==> src/hw/hsio_pkg.sv <==
package hsio_pkg;

  ////////////////////////////////////////////////////////////
  // bank geometry
  ////////////////////////////////////////////////////////////
  localparam int LANES    = 5;   // lanes in one bank
  localparam int WORD_LEN = 20;  // parallel width per lane

  typedef logic [WORD_LEN-1:0] lane_word_t;

  // analog setting fields, listed msb first as packed in the word
  typedef logic [3:0]  eq_ctrl_t;      // rx equalizer control
  typedef logic [2:0]  dc_gain_t;      // rx dc gain
  typedef logic [4:0]  preemp_t;       // one tx pre-emphasis tap
  typedef logic [2:0]  vod_t;          // tx output swing
  typedef logic [24:0] analog_word_t;  // eq, dc gain, 3 taps, swing

  localparam analog_word_t ANALOG_FAIL_WORD = 25'h07dead7;  // marker for a bad read-back

  // elastic buffer sizing, all lanes share one clock here
  localparam int FIFO_DEPTH = 4;
  localparam int FIFO_PRIME = 2;  // fill level before reading starts

  typedef enum logic [2:0] {
    idle,
    write_gx,    // one-cycle write strobe
    write_wait,
    read_gx,     // one-cycle read strobe
    read_wait
  } reco_state_t;

  // lane word turned end for end, the serializer sends the lsb first
  function automatic lane_word_t bit_reverse(input lane_word_t w);
    lane_word_t r;
    for (int b = 0; b < WORD_LEN; b++) begin
      r[b] = w[WORD_LEN-1-b];
    end
    return r;
  endfunction

endpackage
==> src/hw/hsio_bank.sv <==
`timescale 1ns/10ps

module hsio_bank #(
  parameter int lanes            = hsio_pkg::LANES,
  parameter int reco_wait_cycles = 64,
  parameter int pma_busy_cycles  = 16
) (
  input  logic                             clk_in,
  input  logic                             tx_lane_arst,
  input  logic                             tx_lane_arst_early,  // one cycle ahead of tx_lane_arst
  input  hsio_pkg::lane_word_t [lanes-1:0] tx_datain,
  input  hsio_pkg::lane_word_t [lanes-1:0] rx_lane_data,
  input  logic                             serial_loopback,
  input  logic                             tx_error_inject,
  input  logic                             wr_analog,
  input  logic                             rd_analog,
  input  hsio_pkg::analog_word_t           new_analog_params,
  output hsio_pkg::lane_word_t [lanes-1:0] tx_lane_data,
  output hsio_pkg::lane_word_t [lanes-1:0] rx_dataout,
  output logic                             reco_busy,
  output hsio_pkg::analog_word_t           analog_params
);

  import hsio_pkg::*;

  lane_word_t [lanes-1:0] tx_word;    // tx path to tx fifos
  lane_word_t [lanes-1:0] tx_fifo_q;  // tx fifos to transceiver
  lane_word_t [lanes-1:0] rx_words;   // transceiver to rx path
  logic                   purge_tx;
  logic                   reco_write;
  logic                   reco_read;
  logic                   reco_valid;
  analog_word_t           reco_params;
  analog_word_t           readback_params;

  ////////////////////////////////////////////////////////////
  // transmit side
  ////////////////////////////////////////////////////////////
  hsio_tx_path #(.lanes(lanes)) u_tx_path (
    .clk_in, .tx_lane_arst, .tx_lane_arst_early, .tx_datain, .tx_error_inject,
    .tx_word, .purge_tx
  );

  for (genvar l = 0; l < lanes; l++) begin : g_txf
    lane_phase_fifo u_txf (
      .clk_in       (clk_in),
      .tx_lane_arst (tx_lane_arst),
      .purge        (purge_tx),
      .data         (tx_word[l]),
      .q            (tx_fifo_q[l])
    );
  end

  // transceiver, reconfig and receive side
  pma_lane_model #(.lanes(lanes), .pma_busy_cycles(pma_busy_cycles)) u_pma (
    .clk_in, .tx_lane_arst, .tx_words(tx_fifo_q), .rx_lane_data, .serial_loopback,
    .reco_write, .reco_read, .reco_params, .tx_lane_data, .rx_words, .reco_busy,
    .reco_valid, .readback_params
  );

  hsio_rx_path #(.lanes(lanes)) u_rx_path (
    .clk_in, .tx_lane_arst, .rx_words, .rx_dataout
  );

  analog_reconfig_ctrl #(.reco_wait_cycles(reco_wait_cycles)) u_reco (
    .clk_in, .tx_lane_arst, .wr_analog, .rd_analog, .new_analog_params, .reco_busy,
    .reco_valid, .readback_params, .reco_write, .reco_read, .reco_params, .analog_params
  );

endmodule

==> src/hw/analog_reconfig_ctrl.sv <==
`timescale 1ns/10ps

module analog_reconfig_ctrl #(
  parameter int reco_wait_cycles = 64
) (
  input  logic                   clk_in,
  input  logic                   tx_lane_arst,
  input  logic                   wr_analog,          // rising edge starts write + read-back
  input  logic                   rd_analog,          // rising edge starts read-back only
  input  hsio_pkg::analog_word_t new_analog_params,  // stable before wr_analog rises
  input  logic                   reco_busy,
  input  logic                   reco_valid,
  input  hsio_pkg::analog_word_t readback_params,
  output logic                   reco_write,
  output logic                   reco_read,
  output hsio_pkg::analog_word_t reco_params,
  output hsio_pkg::analog_word_t analog_params
);

  import hsio_pkg::*;

  localparam int TMR_W = $clog2(reco_wait_cycles + 1);

  reco_state_t      state;
  logic             wr_sync;
  logic             wr_last;
  logic             rd_sync;
  logic             rd_last;
  logic             wr_edge;
  logic             rd_edge;
  logic             busy_q;      // registered busy from the transceiver
  logic [TMR_W-1:0] timer;       // counts only in the wait states
  logic             timer_done;

  assign wr_edge    = wr_sync & ~wr_last;
  assign rd_edge    = rd_sync & ~rd_last;
  assign timer_done = (timer == TMR_W'(reco_wait_cycles));

  ////////////////////////////////////////////////////////////
  // request sync and edge detect
  ////////////////////////////////////////////////////////////
  always_ff @(posedge clk_in or posedge tx_lane_arst) begin
    if (tx_lane_arst) begin
      wr_sync <= 1'b0;
      wr_last <= 1'b0;
      rd_sync <= 1'b0;
      rd_last <= 1'b0;
      busy_q  <= 1'b0;
    end else begin
      wr_sync <= wr_analog;
      wr_last <= wr_sync;
      rd_sync <= rd_analog;
      rd_last <= rd_sync;
      busy_q  <= reco_busy;
    end
  end

  // wait timer, saturates and restarts on each wait state
  always_ff @(posedge clk_in or posedge tx_lane_arst) begin
    if (tx_lane_arst) begin
      timer <= '0;
    end else if (state == write_wait || state == read_wait) begin
      if (!timer_done) timer <= timer + 1'b1;
    end else begin
      timer <= '0;
    end
  end

  ////////////////////////////////////////////////////////////
  // sequence fsm
  ////////////////////////////////////////////////////////////
  always_ff @(posedge clk_in or posedge tx_lane_arst) begin
    if (tx_lane_arst) begin
      state         <= idle;
      reco_write    <= 1'b0;
      reco_read     <= 1'b0;
      analog_params <= '0;
    end else begin
      reco_write <= 1'b0;  // strobes default low
      reco_read  <= 1'b0;
      case (state)
        idle: begin
          if (wr_edge)      state <= write_gx;
          else if (rd_edge) state <= read_gx;
        end
        write_gx: begin
          reco_write <= 1'b1;
          state      <= write_wait;
        end
        write_wait: begin
          if (timer_done && !busy_q) state <= read_gx;  // always read back after a write
        end
        read_gx: begin
          reco_read <= 1'b1;
          state     <= read_wait;
        end
        read_wait: begin
          if (timer_done) begin
            if (reco_valid && !busy_q) analog_params <= readback_params;
            else                       analog_params <= ANALOG_FAIL_WORD;  // read failed
            state <= idle;
          end
        end
        default: state <= idle;
      endcase
    end
  end

  // word for the transceiver, taken on the write edge
  always_ff @(posedge clk_in) begin
    if (state == idle && wr_edge) reco_params <= new_analog_params;
  end

endmodule

==> src/hw/hsio_rx_path.sv <==
`timescale 1ns/10ps

module hsio_rx_path #(
  parameter int lanes = hsio_pkg::LANES
) (
  input  logic                             clk_in,
  input  logic                             tx_lane_arst,
  input  hsio_pkg::lane_word_t [lanes-1:0] rx_words,
  output hsio_pkg::lane_word_t [lanes-1:0] rx_dataout
);

  import hsio_pkg::*;

  lane_word_t [lanes-1:0] rx_capture;  // first capture stage
  lane_word_t [lanes-1:0] rx_stage;    // second stage, eases timing
  lane_word_t [lanes-1:0] rx_rev;      // back to msb-first order
  lane_word_t [lanes-1:0] fifo_q;
  logic [2:0]             purge_sync;  // fills with ones after reset
  logic                   purge_rx;

  ////////////////////////////////////////////////////////////
  // capture and reorder
  ////////////////////////////////////////////////////////////
  always_ff @(posedge clk_in) begin
    rx_capture <= rx_words;
    rx_stage   <= rx_capture;
  end

  always_comb begin
    for (int l = 0; l < lanes; l++) begin
      rx_rev[l] = bit_reverse(rx_stage[l]);  // deserializer delivers lsb first
    end
  end

  // fifos stay purged for three cycles after reset drops
  always_ff @(posedge clk_in or posedge tx_lane_arst) begin
    if (tx_lane_arst) purge_sync <= '0;
    else              purge_sync <= {purge_sync[1:0], 1'b1};
  end

  assign purge_rx = ~purge_sync[2];

  for (genvar l = 0; l < lanes; l++) begin : g_rxf
    lane_phase_fifo u_rxf (
      .clk_in       (clk_in),
      .tx_lane_arst (tx_lane_arst),
      .purge        (purge_rx),
      .data         (rx_rev[l]),
      .q            (fifo_q[l])
    );
  end

  // re-register fifo outputs
  always_ff @(posedge clk_in or posedge tx_lane_arst) begin
    if (tx_lane_arst) rx_dataout <= '0;
    else              rx_dataout <= fifo_q;
  end

endmodule

==> src/hw/pma_lane_model.sv <==
`timescale 1ns/10ps

module pma_lane_model #(
  parameter int lanes           = hsio_pkg::LANES,
  parameter int pma_busy_cycles = 16
) (
  input  logic                             clk_in,
  input  logic                             tx_lane_arst,
  input  hsio_pkg::lane_word_t [lanes-1:0] tx_words,
  input  hsio_pkg::lane_word_t [lanes-1:0] rx_lane_data,    // far-end words
  input  logic                             serial_loopback,
  input  logic                             reco_write,
  input  logic                             reco_read,
  input  hsio_pkg::analog_word_t           reco_params,
  output hsio_pkg::lane_word_t [lanes-1:0] tx_lane_data,
  output hsio_pkg::lane_word_t [lanes-1:0] rx_words,
  output logic                             reco_busy,
  output logic                             reco_valid,
  output hsio_pkg::analog_word_t           readback_params
);

  import hsio_pkg::*;

  localparam int CNT_W = $clog2(pma_busy_cycles + 1);

  // analog settings as the hard block keeps them
  eq_ctrl_t rx_eqctrl;
  dc_gain_t rx_eqdcgain;
  preemp_t  tx_preemp_0t;
  preemp_t  tx_preemp_1t;
  preemp_t  tx_preemp_2t;
  vod_t     tx_vodctrl;

  logic [CNT_W-1:0] busy_cnt;      // cycles left in the current access
  logic             read_pending;  // access in flight is a read

  ////////////////////////////////////////////////////////////
  // serial side
  ////////////////////////////////////////////////////////////
  always_ff @(posedge clk_in or posedge tx_lane_arst) begin
    if (tx_lane_arst) tx_lane_data <= '0;
    else              tx_lane_data <= tx_words;  // launch register
  end

  // loopback taps the launched words, as the serial tx -> rx path would
  assign rx_words = serial_loopback ? tx_lane_data : rx_lane_data;

  // settings access
  always_ff @(posedge clk_in or posedge tx_lane_arst) begin
    if (tx_lane_arst) begin
      {rx_eqctrl, rx_eqdcgain, tx_preemp_0t, tx_preemp_1t, tx_preemp_2t, tx_vodctrl} <= '0;
      busy_cnt     <= '0;
      read_pending <= 1'b0;
      reco_valid   <= 1'b0;
    end else if (reco_write) begin
      {rx_eqctrl, rx_eqdcgain, tx_preemp_0t, tx_preemp_1t, tx_preemp_2t, tx_vodctrl}
        <= reco_params;
      busy_cnt     <= CNT_W'(pma_busy_cycles);
      read_pending <= 1'b0;
      reco_valid   <= 1'b0;
    end else if (reco_read) begin
      busy_cnt     <= CNT_W'(pma_busy_cycles);
      read_pending <= 1'b1;
      reco_valid   <= 1'b0;  // old data no longer valid
    end else if (busy_cnt != '0) begin
      busy_cnt <= busy_cnt - 1'b1;
      if (busy_cnt == CNT_W'(1) && read_pending) begin
        reco_valid   <= 1'b1;  // read done, held until the next strobe
        read_pending <= 1'b0;
      end
    end
  end

  assign reco_busy       = (busy_cnt != '0);
  assign readback_params = {rx_eqctrl, rx_eqdcgain, tx_preemp_0t, tx_preemp_1t,
                            tx_preemp_2t, tx_vodctrl};

endmodule

==> src/hw/hsio_tx_path.sv <==
`timescale 1ns/10ps

module hsio_tx_path #(
  parameter int lanes = hsio_pkg::LANES
) (
  input  logic                             clk_in,
  input  logic                             tx_lane_arst,
  input  logic                             tx_lane_arst_early,
  input  hsio_pkg::lane_word_t [lanes-1:0] tx_datain,
  input  logic                             tx_error_inject,  // rising edge flips one bit per lane
  output hsio_pkg::lane_word_t [lanes-1:0] tx_word,
  output logic                             purge_tx
);

  import hsio_pkg::*;

  lane_word_t [lanes-1:0] tx_rev;  // lane words in serializer order
  logic lane_rst_q;                // lane reset, early copy delayed one cycle
  logic last_inject;               // inject input from the previous edge
  logic error_bit;                 // high for one cycle after an inject edge

  // transceiver shifts lsb first
  always_comb begin
    for (int l = 0; l < lanes; l++) begin
      tx_rev[l] = bit_reverse(tx_datain[l]);
    end
  end

  ////////////////////////////////////////////////////////////
  // lane reset and fifo purge
  ////////////////////////////////////////////////////////////
  always_ff @(posedge clk_in or posedge tx_lane_arst) begin
    if (tx_lane_arst) begin
      lane_rst_q <= 1'b1;
      purge_tx   <= 1'b1;
    end else begin
      lane_rst_q <= tx_lane_arst_early;
      purge_tx   <= lane_rst_q;  // purge trails the lane reset by a cycle
    end
  end

  // inject edge detect
  always_ff @(posedge clk_in or posedge tx_lane_arst) begin
    if (tx_lane_arst) begin
      last_inject <= 1'b0;
      error_bit   <= 1'b0;
    end else if (lane_rst_q) begin
      last_inject <= 1'b0;
      error_bit   <= 1'b0;
    end else begin
      last_inject <= tx_error_inject;
      error_bit   <= tx_error_inject & ~last_inject;  // one pulse, level held high is ignored
    end
  end

  // output register, error lands on bit 0 of each lane
  always_ff @(posedge clk_in or posedge tx_lane_arst) begin
    if (tx_lane_arst) begin
      tx_word <= '0;
    end else if (lane_rst_q) begin
      tx_word <= '0;
    end else begin
      for (int l = 0; l < lanes; l++) begin
        tx_word[l] <= tx_rev[l] ^ lane_word_t'(error_bit);
      end
    end
  end

endmodule

==> src/hw/lane_phase_fifo.sv <==
`timescale 1ns/10ps

module lane_phase_fifo (
  input  logic                 clk_in,
  input  logic                 tx_lane_arst,
  input  logic                 purge,  // synchronous empty
  input  hsio_pkg::lane_word_t data,
  output hsio_pkg::lane_word_t q
);

  import hsio_pkg::*;

  localparam int PTR_W  = $clog2(FIFO_DEPTH);
  localparam int FILL_W = $clog2(FIFO_DEPTH + 1);

  lane_word_t mem [0:FIFO_DEPTH-1];  // circular storage
  logic [PTR_W-1:0]  wr_ptr;
  logic [PTR_W-1:0]  rd_ptr;
  logic [FILL_W-1:0] fill;           // entries held, stops at the prime level
  logic              reading;        // set once primed, stays until purge

  // storage written every cycle, contents never cleared
  always_ff @(posedge clk_in) begin
    mem[wr_ptr] <= data;
  end

  ////////////////////////////////////////////////////////////
  // pointers, fill level and output
  ////////////////////////////////////////////////////////////
  always_ff @(posedge clk_in or posedge tx_lane_arst) begin
    if (tx_lane_arst) begin
      wr_ptr  <= '0;
      rd_ptr  <= '0;
      fill    <= '0;
      reading <= 1'b0;
      q       <= '0;
    end else if (purge) begin
      wr_ptr  <= '0;
      rd_ptr  <= '0;
      fill    <= '0;
      reading <= 1'b0;
      q       <= '0;
    end else begin
      wr_ptr <= wr_ptr + 1'b1;  // pointer wraps, depth is a power of two
      if (reading) begin
        // one in, one out, so the fill and the delay stay put
        rd_ptr <= rd_ptr + 1'b1;
        q      <= mem[rd_ptr];
      end else begin
        fill    <= fill + 1'b1;
        reading <= (fill == FILL_W'(FIFO_PRIME - 1));  // primed after this write
        q       <= '0;
      end
    end
  end

endmodule

==> config.mk <==
export PLATFORM = sky130hd
export DESIGN_NAME = hsio_bank
export DESIGN_NICKNAME = d
export VERILOG_FILES = /design/src/hw/hsio_pkg.sv /design/src/hw/hsio_bank.sv /design/src/hw/analog_reconfig_ctrl.sv /design/src/hw/hsio_rx_path.sv /design/src/hw/pma_lane_model.sv /design/src/hw/hsio_tx_path.sv /design/src/hw/lane_phase_fifo.sv
export SDC_FILE = /design/constraint.sdc
export NUM_CORES = 2
export LEC_CHECK = 0
export BUFFER_PORTS_ARGS = -buffer_cell sky130_fd_sc_hd__buf_4
export CAP_MARGIN = 20
export CORE_MARGIN = 2
export CORE_UTILIZATION = 30
export DETAILED_ROUTE_END_ITERATION = 12
export HOLD_SLACK_MARGIN = 0.1
export PLACE_DENSITY = 0.55
export SLEW_MARGIN = 20
export SYNTH_ARGS = -nofsm -noshare
export SYNTH_HDL_FRONTEND = slang
export SYNTH_SLANG_ARGS = --single-unit
==> constraint.sdc <==
create_clock -name clk_in -period 20.1 [get_ports clk_in]
set_input_delay 3.015 -clock clk_in [delete_from_list [all_inputs] [get_ports clk_in]]
set_output_delay 3.015 -clock clk_in [all_outputs]
set_load 0.05 [all_outputs]
### Word level (Yosys, flattened, before mapping)

Memories as Yosys holds them, arrays and structs flattened.
Cells that the tools add are included.

* $add $sub $neg: 32
* multipliers: 0
* divide/modulo/power cells: 0
* magnitude comparators: 0
* eq/ne operators: 35
* shifts and indexed selects: 0
* muxes and demuxes: 115
* bitwise operators: 11
* reductions and logical operators: 18

Operators with widths (count)
* 20-bit two-way mux: 20
* 100-bit two-way mux: 2
* 20-bit by 1-bit XOR with 20-bit output: 5
* 3-bit two-way mux: 24
* 2-bit two-way mux: 30
* 2-bit by 1-bit adder with 2-bit output, second input constant: 20
* 2-bit inequality test, second input constant: 17
* 3-bit by 1-bit == test with 1-bit output, second input constant: 11
* 1-bit two-way mux: 32
* 3-bit by 1-bit adder with 3-bit output, second input constant: 10
* 25-bit two-way mux: 1
* 5-bit two-way mux: 3
* 3-bit one-hot mux with 5 select lines: 1
* 7-bit two-way mux: 2
* 2-bit nonzero test: 5
* 7-bit by 1-bit adder with 7-bit output, second input constant: 1
* 7-bit == test, second input constant: 1
* 3-bit by 2-bit == test with 1-bit output, second input constant: 2
* 3-bit nonzero test: 2
* 5-bit by 1-bit == test with 1-bit output, second input constant: 1
* 5-bit nonzero test: 1
* 5-bit by 1-bit subtractor with 5-bit output, second input constant: 1
* 1-bit logical AND: 4
* 2-bit AND reduction: 2
* 9 further kinds: 13

* flip-flop bits (word level): 886
* latch bits: 0
* memory bits (writable): 800
* bits in read-only memories: 0
* logic and storage cells: 321
* memories: 10

Memory list
* g_txf[0].u_txf.mem: words 4, bits a word 20, read ports 1, clocked after memory_dff 0, write ports 1, line lane_phase_fifo.sv:16 `lane_word_t mem [0:FIFO_DEPTH-1];`
* g_txf[1].u_txf.mem: words 4, bits a word 20, read ports 1, clocked after memory_dff 0, write ports 1, line lane_phase_fifo.sv:16
* g_txf[2].u_txf.mem: words 4, bits a word 20, read ports 1, clocked after memory_dff 0, write ports 1, line lane_phase_fifo.sv:16
* g_txf[3].u_txf.mem: words 4, bits a word 20, read ports 1, clocked after memory_dff 0, write ports 1, line lane_phase_fifo.sv:16
* g_txf[4].u_txf.mem: words 4, bits a word 20, read ports 1, clocked after memory_dff 0, write ports 1, line lane_phase_fifo.sv:16
* u_rx_path.g_rxf[0].u_rxf.mem: words 4, bits a word 20, read ports 1, clocked after memory_dff 0, write ports 1, line lane_phase_fifo.sv:16
* +4 memories

### Depth between registers and ports, before layout

* depth after elaboration: 6
* gate-level depth with buffers: 7
* depth with buffers taken out: 5

### Hierarchy

A second synthesis with hierarchy kept.

* cell total of the unflattened synthesis: 3098
* area, all modules: 57266.2 sq um

Modules (own cells, without submodules)
* lane_phase_fifo: instances 10, cells an instance 209, area an instance 3971.3 sq um, sequential area each 3103.0 sq um
* hsio_rx_path: instances 1, cells an instance 306, area an instance 6592.6 sq um, sequential area each 6581.3 sq um
* pma_lane_model: instances 1, cells an instance 298, area an instance 4958.5 sq um, sequential area each 3303.2 sq um
* hsio_tx_path: instances 1, cells an instance 224, area an instance 3343.2 sq um, sequential area each 2605.0 sq um
* analog_reconfig_ctrl: instances 1, cells an instance 180, area an instance 2658.8 sq um, sequential area each 1801.7 sq um

### Least setup slack after synthesis

No wires, ideal clock.

* path type: reg2out
* start point: register u_pma.busy_cnt[0]
* end point: output port reco_busy
* arrival: 1.431 ns
* data required time: 17.085 ns
* path slack: 15.654 ns
* cell stages (with the launch flop): 5
* buffers on the path: 1
* cell sequence: dfrtp_1 > inv_1 > ha_1 > or4b_1 > clkbuf_1

* cells in the longest elaborated chain, start to end: 1

RTL lines
* from (decl): line pma_lane_model.sv:34 `logic [CNT_W-1:0] busy_cnt;`
* from (signal assigned): line pma_lane_model.sv:58 `busy_cnt <= CNT_W'(pma_busy_cycles);`
* from (signal assigned): line pma_lane_model.sv:62 `busy_cnt <= CNT_W'(pma_busy_cycles);`
* from (signal assigned): line pma_lane_model.sv:66 `busy_cnt <= busy_cnt - 1'b1;`
* 5-bit nonzero test: line pma_lane_model.sv:74 `assign reco_busy = (busy_cnt != '0);`
* to (decl): line hsio_bank.sv:20 `output logic reco_busy,`

Every way passes these cells.

==> results.sh <==
export IMPL_status="complete, no violations"
export IMPL_finalInstanceArea_sq_mm=0.0687
export IMPL_async_flop_share=0.392
export IMPL_place_gp_congestion=0.765
export IMPL_max_clock_freq_mhz=178
export IMPL_cp_slowest_cell="buf_4"
export IMPL_layout_commonest_cell="edfxtp_1"
export IMPL_clkTransAtPathRegs_ps=60
export IMPL_final_cell_mix="edfxtp_1 (825), dfrtp_1 (651), buf_4 (502), nor2b_1 (218)"
export IMPL_wirelength_mm=120
export IMPL_synth_top_area_cell="edfxtp_1"
export IMPL_drc_errors=0
export IMPL_io_buffers=457
export IMPL_postRouteAntennaNets=0
export IMPL_hold_class="register to register"
export IMPL_fp_dieH_um=438
export IMPL_tightestPinTransition_ps=1160
export IMPL_ys_seq_area_frac=0.801
export IMPL_synth_distinct_cells=47
export IMPL_clock_sinks=1686
export IMPL_critPathBufInv=6
export IMPL_rsz0062_at_grt="no"
export IMPL_fillers=17322
export IMPL_p_leak_nw=27.8
export IMPL_cts_max_path_buffers=3
export IMPL_track_usage=0.125
export IMPL_relSlewSlack=0.225
export IMPL_gr_total_overflow=0
export IMPL_grt_pass1_vias=27172
export IMPL_post_cts_buffers=0
export IMPL_clockPowerShare=0.366
export IMPL_drt_wirelength_per_cell_um=19.8
export IMPL_antenna_found_initial=7
export IMPL_synth_edf_count=825
export IMPL_worstPathMaxFanout=155
export IMPL_syn_area_per_cell_sq_um=19.9
export IMPL_synthFlopType="edfxtp_1"
export IMPL_syn_inst=2847
export IMPL_syn_num_nets=3143
export IMPL_crit_chain="buf_4 > clkinvlp_4 > buf_4 > buf_12 > buf_4 > buf_4"
export IMPL_critical_path_max_stage_delay_ps=840
export IMPL_clk_latency_ps=800
export IMPL_numCtsBuffers=170
export IMPL_fp_dieW_um=438
export IMPL_cp_required_ps=20880
export IMPL_core_area_sq_mm=0.188
export IMPL_p_int_mw=6.31
export IMPL_finalSetupViolCount=0
export IMPL_cp_common_cell="buf_4"
export IMPL_dr_pass1_iters=4
export IMPL_finalHoldViolCount=0
export IMPL_synth_top_area_share=0.438
export IMPL_clock_tree_root_cell="clkbuf_16"
export IMPL_num_vias=25255
export IMPL_irDropWorstVdd_v=0.0000671
export IMPL_slew_viol_final=0
export IMPL_finClkSkew_ps=38.5
export IMPL_register_area_sq_mm=0.0453
export IMPL_ctsHoldBuffers=0
export IMPL_finalPower_mw=8.47
export IMPL_maxCapViolCount=0
export IMPL_ctsResizeCount=0
export IMPL_critical_path_class="input pin to asynchronous set/reset pin"
export IMPL_p_sw_mw=2.16
export IMPL_yosys_top_cells_area="edfxtp_1 (44%), dfrtp_1 (29%), mux4_2 (8.0%)"
export IMPL_cp_arrival_ps=6390
export IMPL_combPwrFrac=0.123
export IMPL_syn_to_final_growth_pct=21.4
export IMPL_cts_tree="yes"
export IMPL_power_frac_seq=0.511
export IMPL_worst_setup_path_start_kind="input pin"
export IMPL_num_rows=159
export IMPL_grt_pass1_wl_mm=179
export IMPL_grt_max_degree=156
export IMPL_multi_input_area_sq_mm=0.0106
export IMPL_dpl_instance_area_sq_mm=0.0631
export IMPL_cts_htree_levels=4
export IMPL_period_share=0.279
export IMPL_ys_ff_latch=1686
export IMPL_holdWs_ps=318
export IMPL_dieArea_sq_mm=0.192
export IMPL_crit_family="buffers and inverters"
export IMPL_num_nets_final=3697
export IMPL_finalCriticalPeriod_ps=5610
export IMPL_ios=458
export IMPL_layout_drive_gt1_share=0.315
export IMPL_swShare=0.255
export IMPL_initial_core_util=0.302
export IMPL_drtIter0Drc=1032
export IMPL_critPathCaptureType="asynchronous set/reset pin"
export IMPL_hpwl_mm=78.3
export IMPL_yosysWarnings=0
export IMPL_p_per_area_mw_per_mm2=123
export IMPL_vias_per_cell=4.17
export IMPL_syn_area_sq_mm=0.0566
export IMPL_setup_tns_ps=0
## power groups by stage
stage / Sequential [mW] / Combinational (mW) / Clock, mW
floorplan: 4.36 / 0.728 / 0
global placement: 4.41 / 1.05 / 0
detailed placement: 4.42 / 1.06 / 0
CTS: 4.35 / 1.07 / 3.20
global route: 4.39 / 1.13 / 3.34
finish: 4.33 / 1.04 / 3.10
## cells in the mapped netlist (3+ instances only)
library cell / number
mux4_2: 200
o21a_1: 6
edfxtp_1: 825
a21oi_1: 15
ha_1: 64
dfrtp_1: 659
nor2b_1: 218
inv_1: 51
and3_1: 100
mux2i_1: 8
xnor2_1: 32
dfxtp_1: 200
and2_1: 31
nand2_1: 30
buf_2: 20
mux2_2: 130
xor2_1: 18
nor2_1: 50
o21ai_0: 7
or3_1: 4
nor3_1: 3
nand3_1: 6
mux2_4: 12
clkbuf_1: 100
nand2b_1: 30
## worst paths after layout
| check | from | to | slack (ps) | cells after the start |
|---|---|---|---|---|
| max | tx_lane_arst | g_txf[3].u_txf.q[16]$_DFF_PP0_ | 14490 | 6 |
| min | u_rx_path.rx_capture[13]$_DFF_P_ | u_rx_path.rx_rev[6]$_DFF_P_ | 320 | 0 |
| max reg2reg | u_reco.timer[0]$_DFFE_PP0P_ | u_reco.analog_params[14]$_DFFE_PP0P_ | 17840 | 5 |
| min reg2reg | u_rx_path.rx_capture[13]$_DFF_P_ | u_rx_path.rx_rev[6]$_DFF_P_ | 320 | 0 |
| max in group clk_in | u_pma.busy_cnt[0]$_DFFE_PP0P_ | reco_busy | 14720 | 4 |
| min in group asynchronous | tx_lane_arst | u_rx_path.g_rxf[1].u_rxf.q[16]$_DFF_PP0_ | 2490 | 3 |
## area by class of cell
type,count,area share
Timing Repair Buffer,506,0.0559
Multi-Input combinational cell,986,0.154
Clock buffer,254,0.0713
Clock inverter,68,0.00989
Antenna cell,5,0.000182
Sequential cell,1686,0.660
Tap cell,2495,0.0454
Inverter,51,0.00284
## flip-flops by register name, summed over array words and instances (netlist names), 15 cells and up
name,count
u_rx_path.g_rxf.u_rxf.mem,400
u_reco.analog_params,25
u_rx_path.rx_rev,100
u_rx_path.rx_dataout,100
u_rx_path.g_rxf.u_rxf.q,100
u_rx_path.g_rxf.u_rxf.fill,15
u_tx_path.tx_word,100
u_reco.reco_params,25
g_txf.u_txf.fill,15
u_pma.tx_lane_data,100
g_txf.u_txf.q,100
u_rx_path.rx_capture,100
g_txf.u_txf.mem,400
## cell families (layout without fill, tap and decap cells)
kind of cell / Yosys count / count (layout) / share of synthesized area
buffers and inverters: 175 / 879 / 0.0123
AOI/OAI and AO/OA: 38 / 38 / 0.00416
DFF: 1686 / 1686 / 0.801
muxes: 350 / 350 / 0.110
adders and majority gates: 64 / 64 / 0.0142
and+or+nand+nor: 483 / 483 / 0.0505
xor gates and xnor gates: 50 / 50 / 0.00774
other: 1 / 6 / 0.0000663
## worst register-to-register path, cell delays in order, from the launching register on
cell     delay [ps]
dfrtp_1         400
inv_1           100
ha_1            140
and2_0          360
nand4_4         610
mux2_4          540
## through the flow
stage                     instances  utilization  setup WS, ps
after floorplan                2847            -          8050
after global placement         5722        0.336         13350
after detailed placement       5723        0.336         13320
after CTS                      6045        0.366         14250
after global routing           6050        0.366         13920
final                          6051        0.366         14490
## per-layer routing
metal  GRT usage  wire [um]  vias to the layer above
met3      0.0242       4100                      220
met1       0.142      45900                    13157
met5           0          0                        -
met4      0.0487       3940                        0
met2       0.228      65700                      385
li1            -          -                    11493
Note: power is estimated with default switching activity, not from simulation.
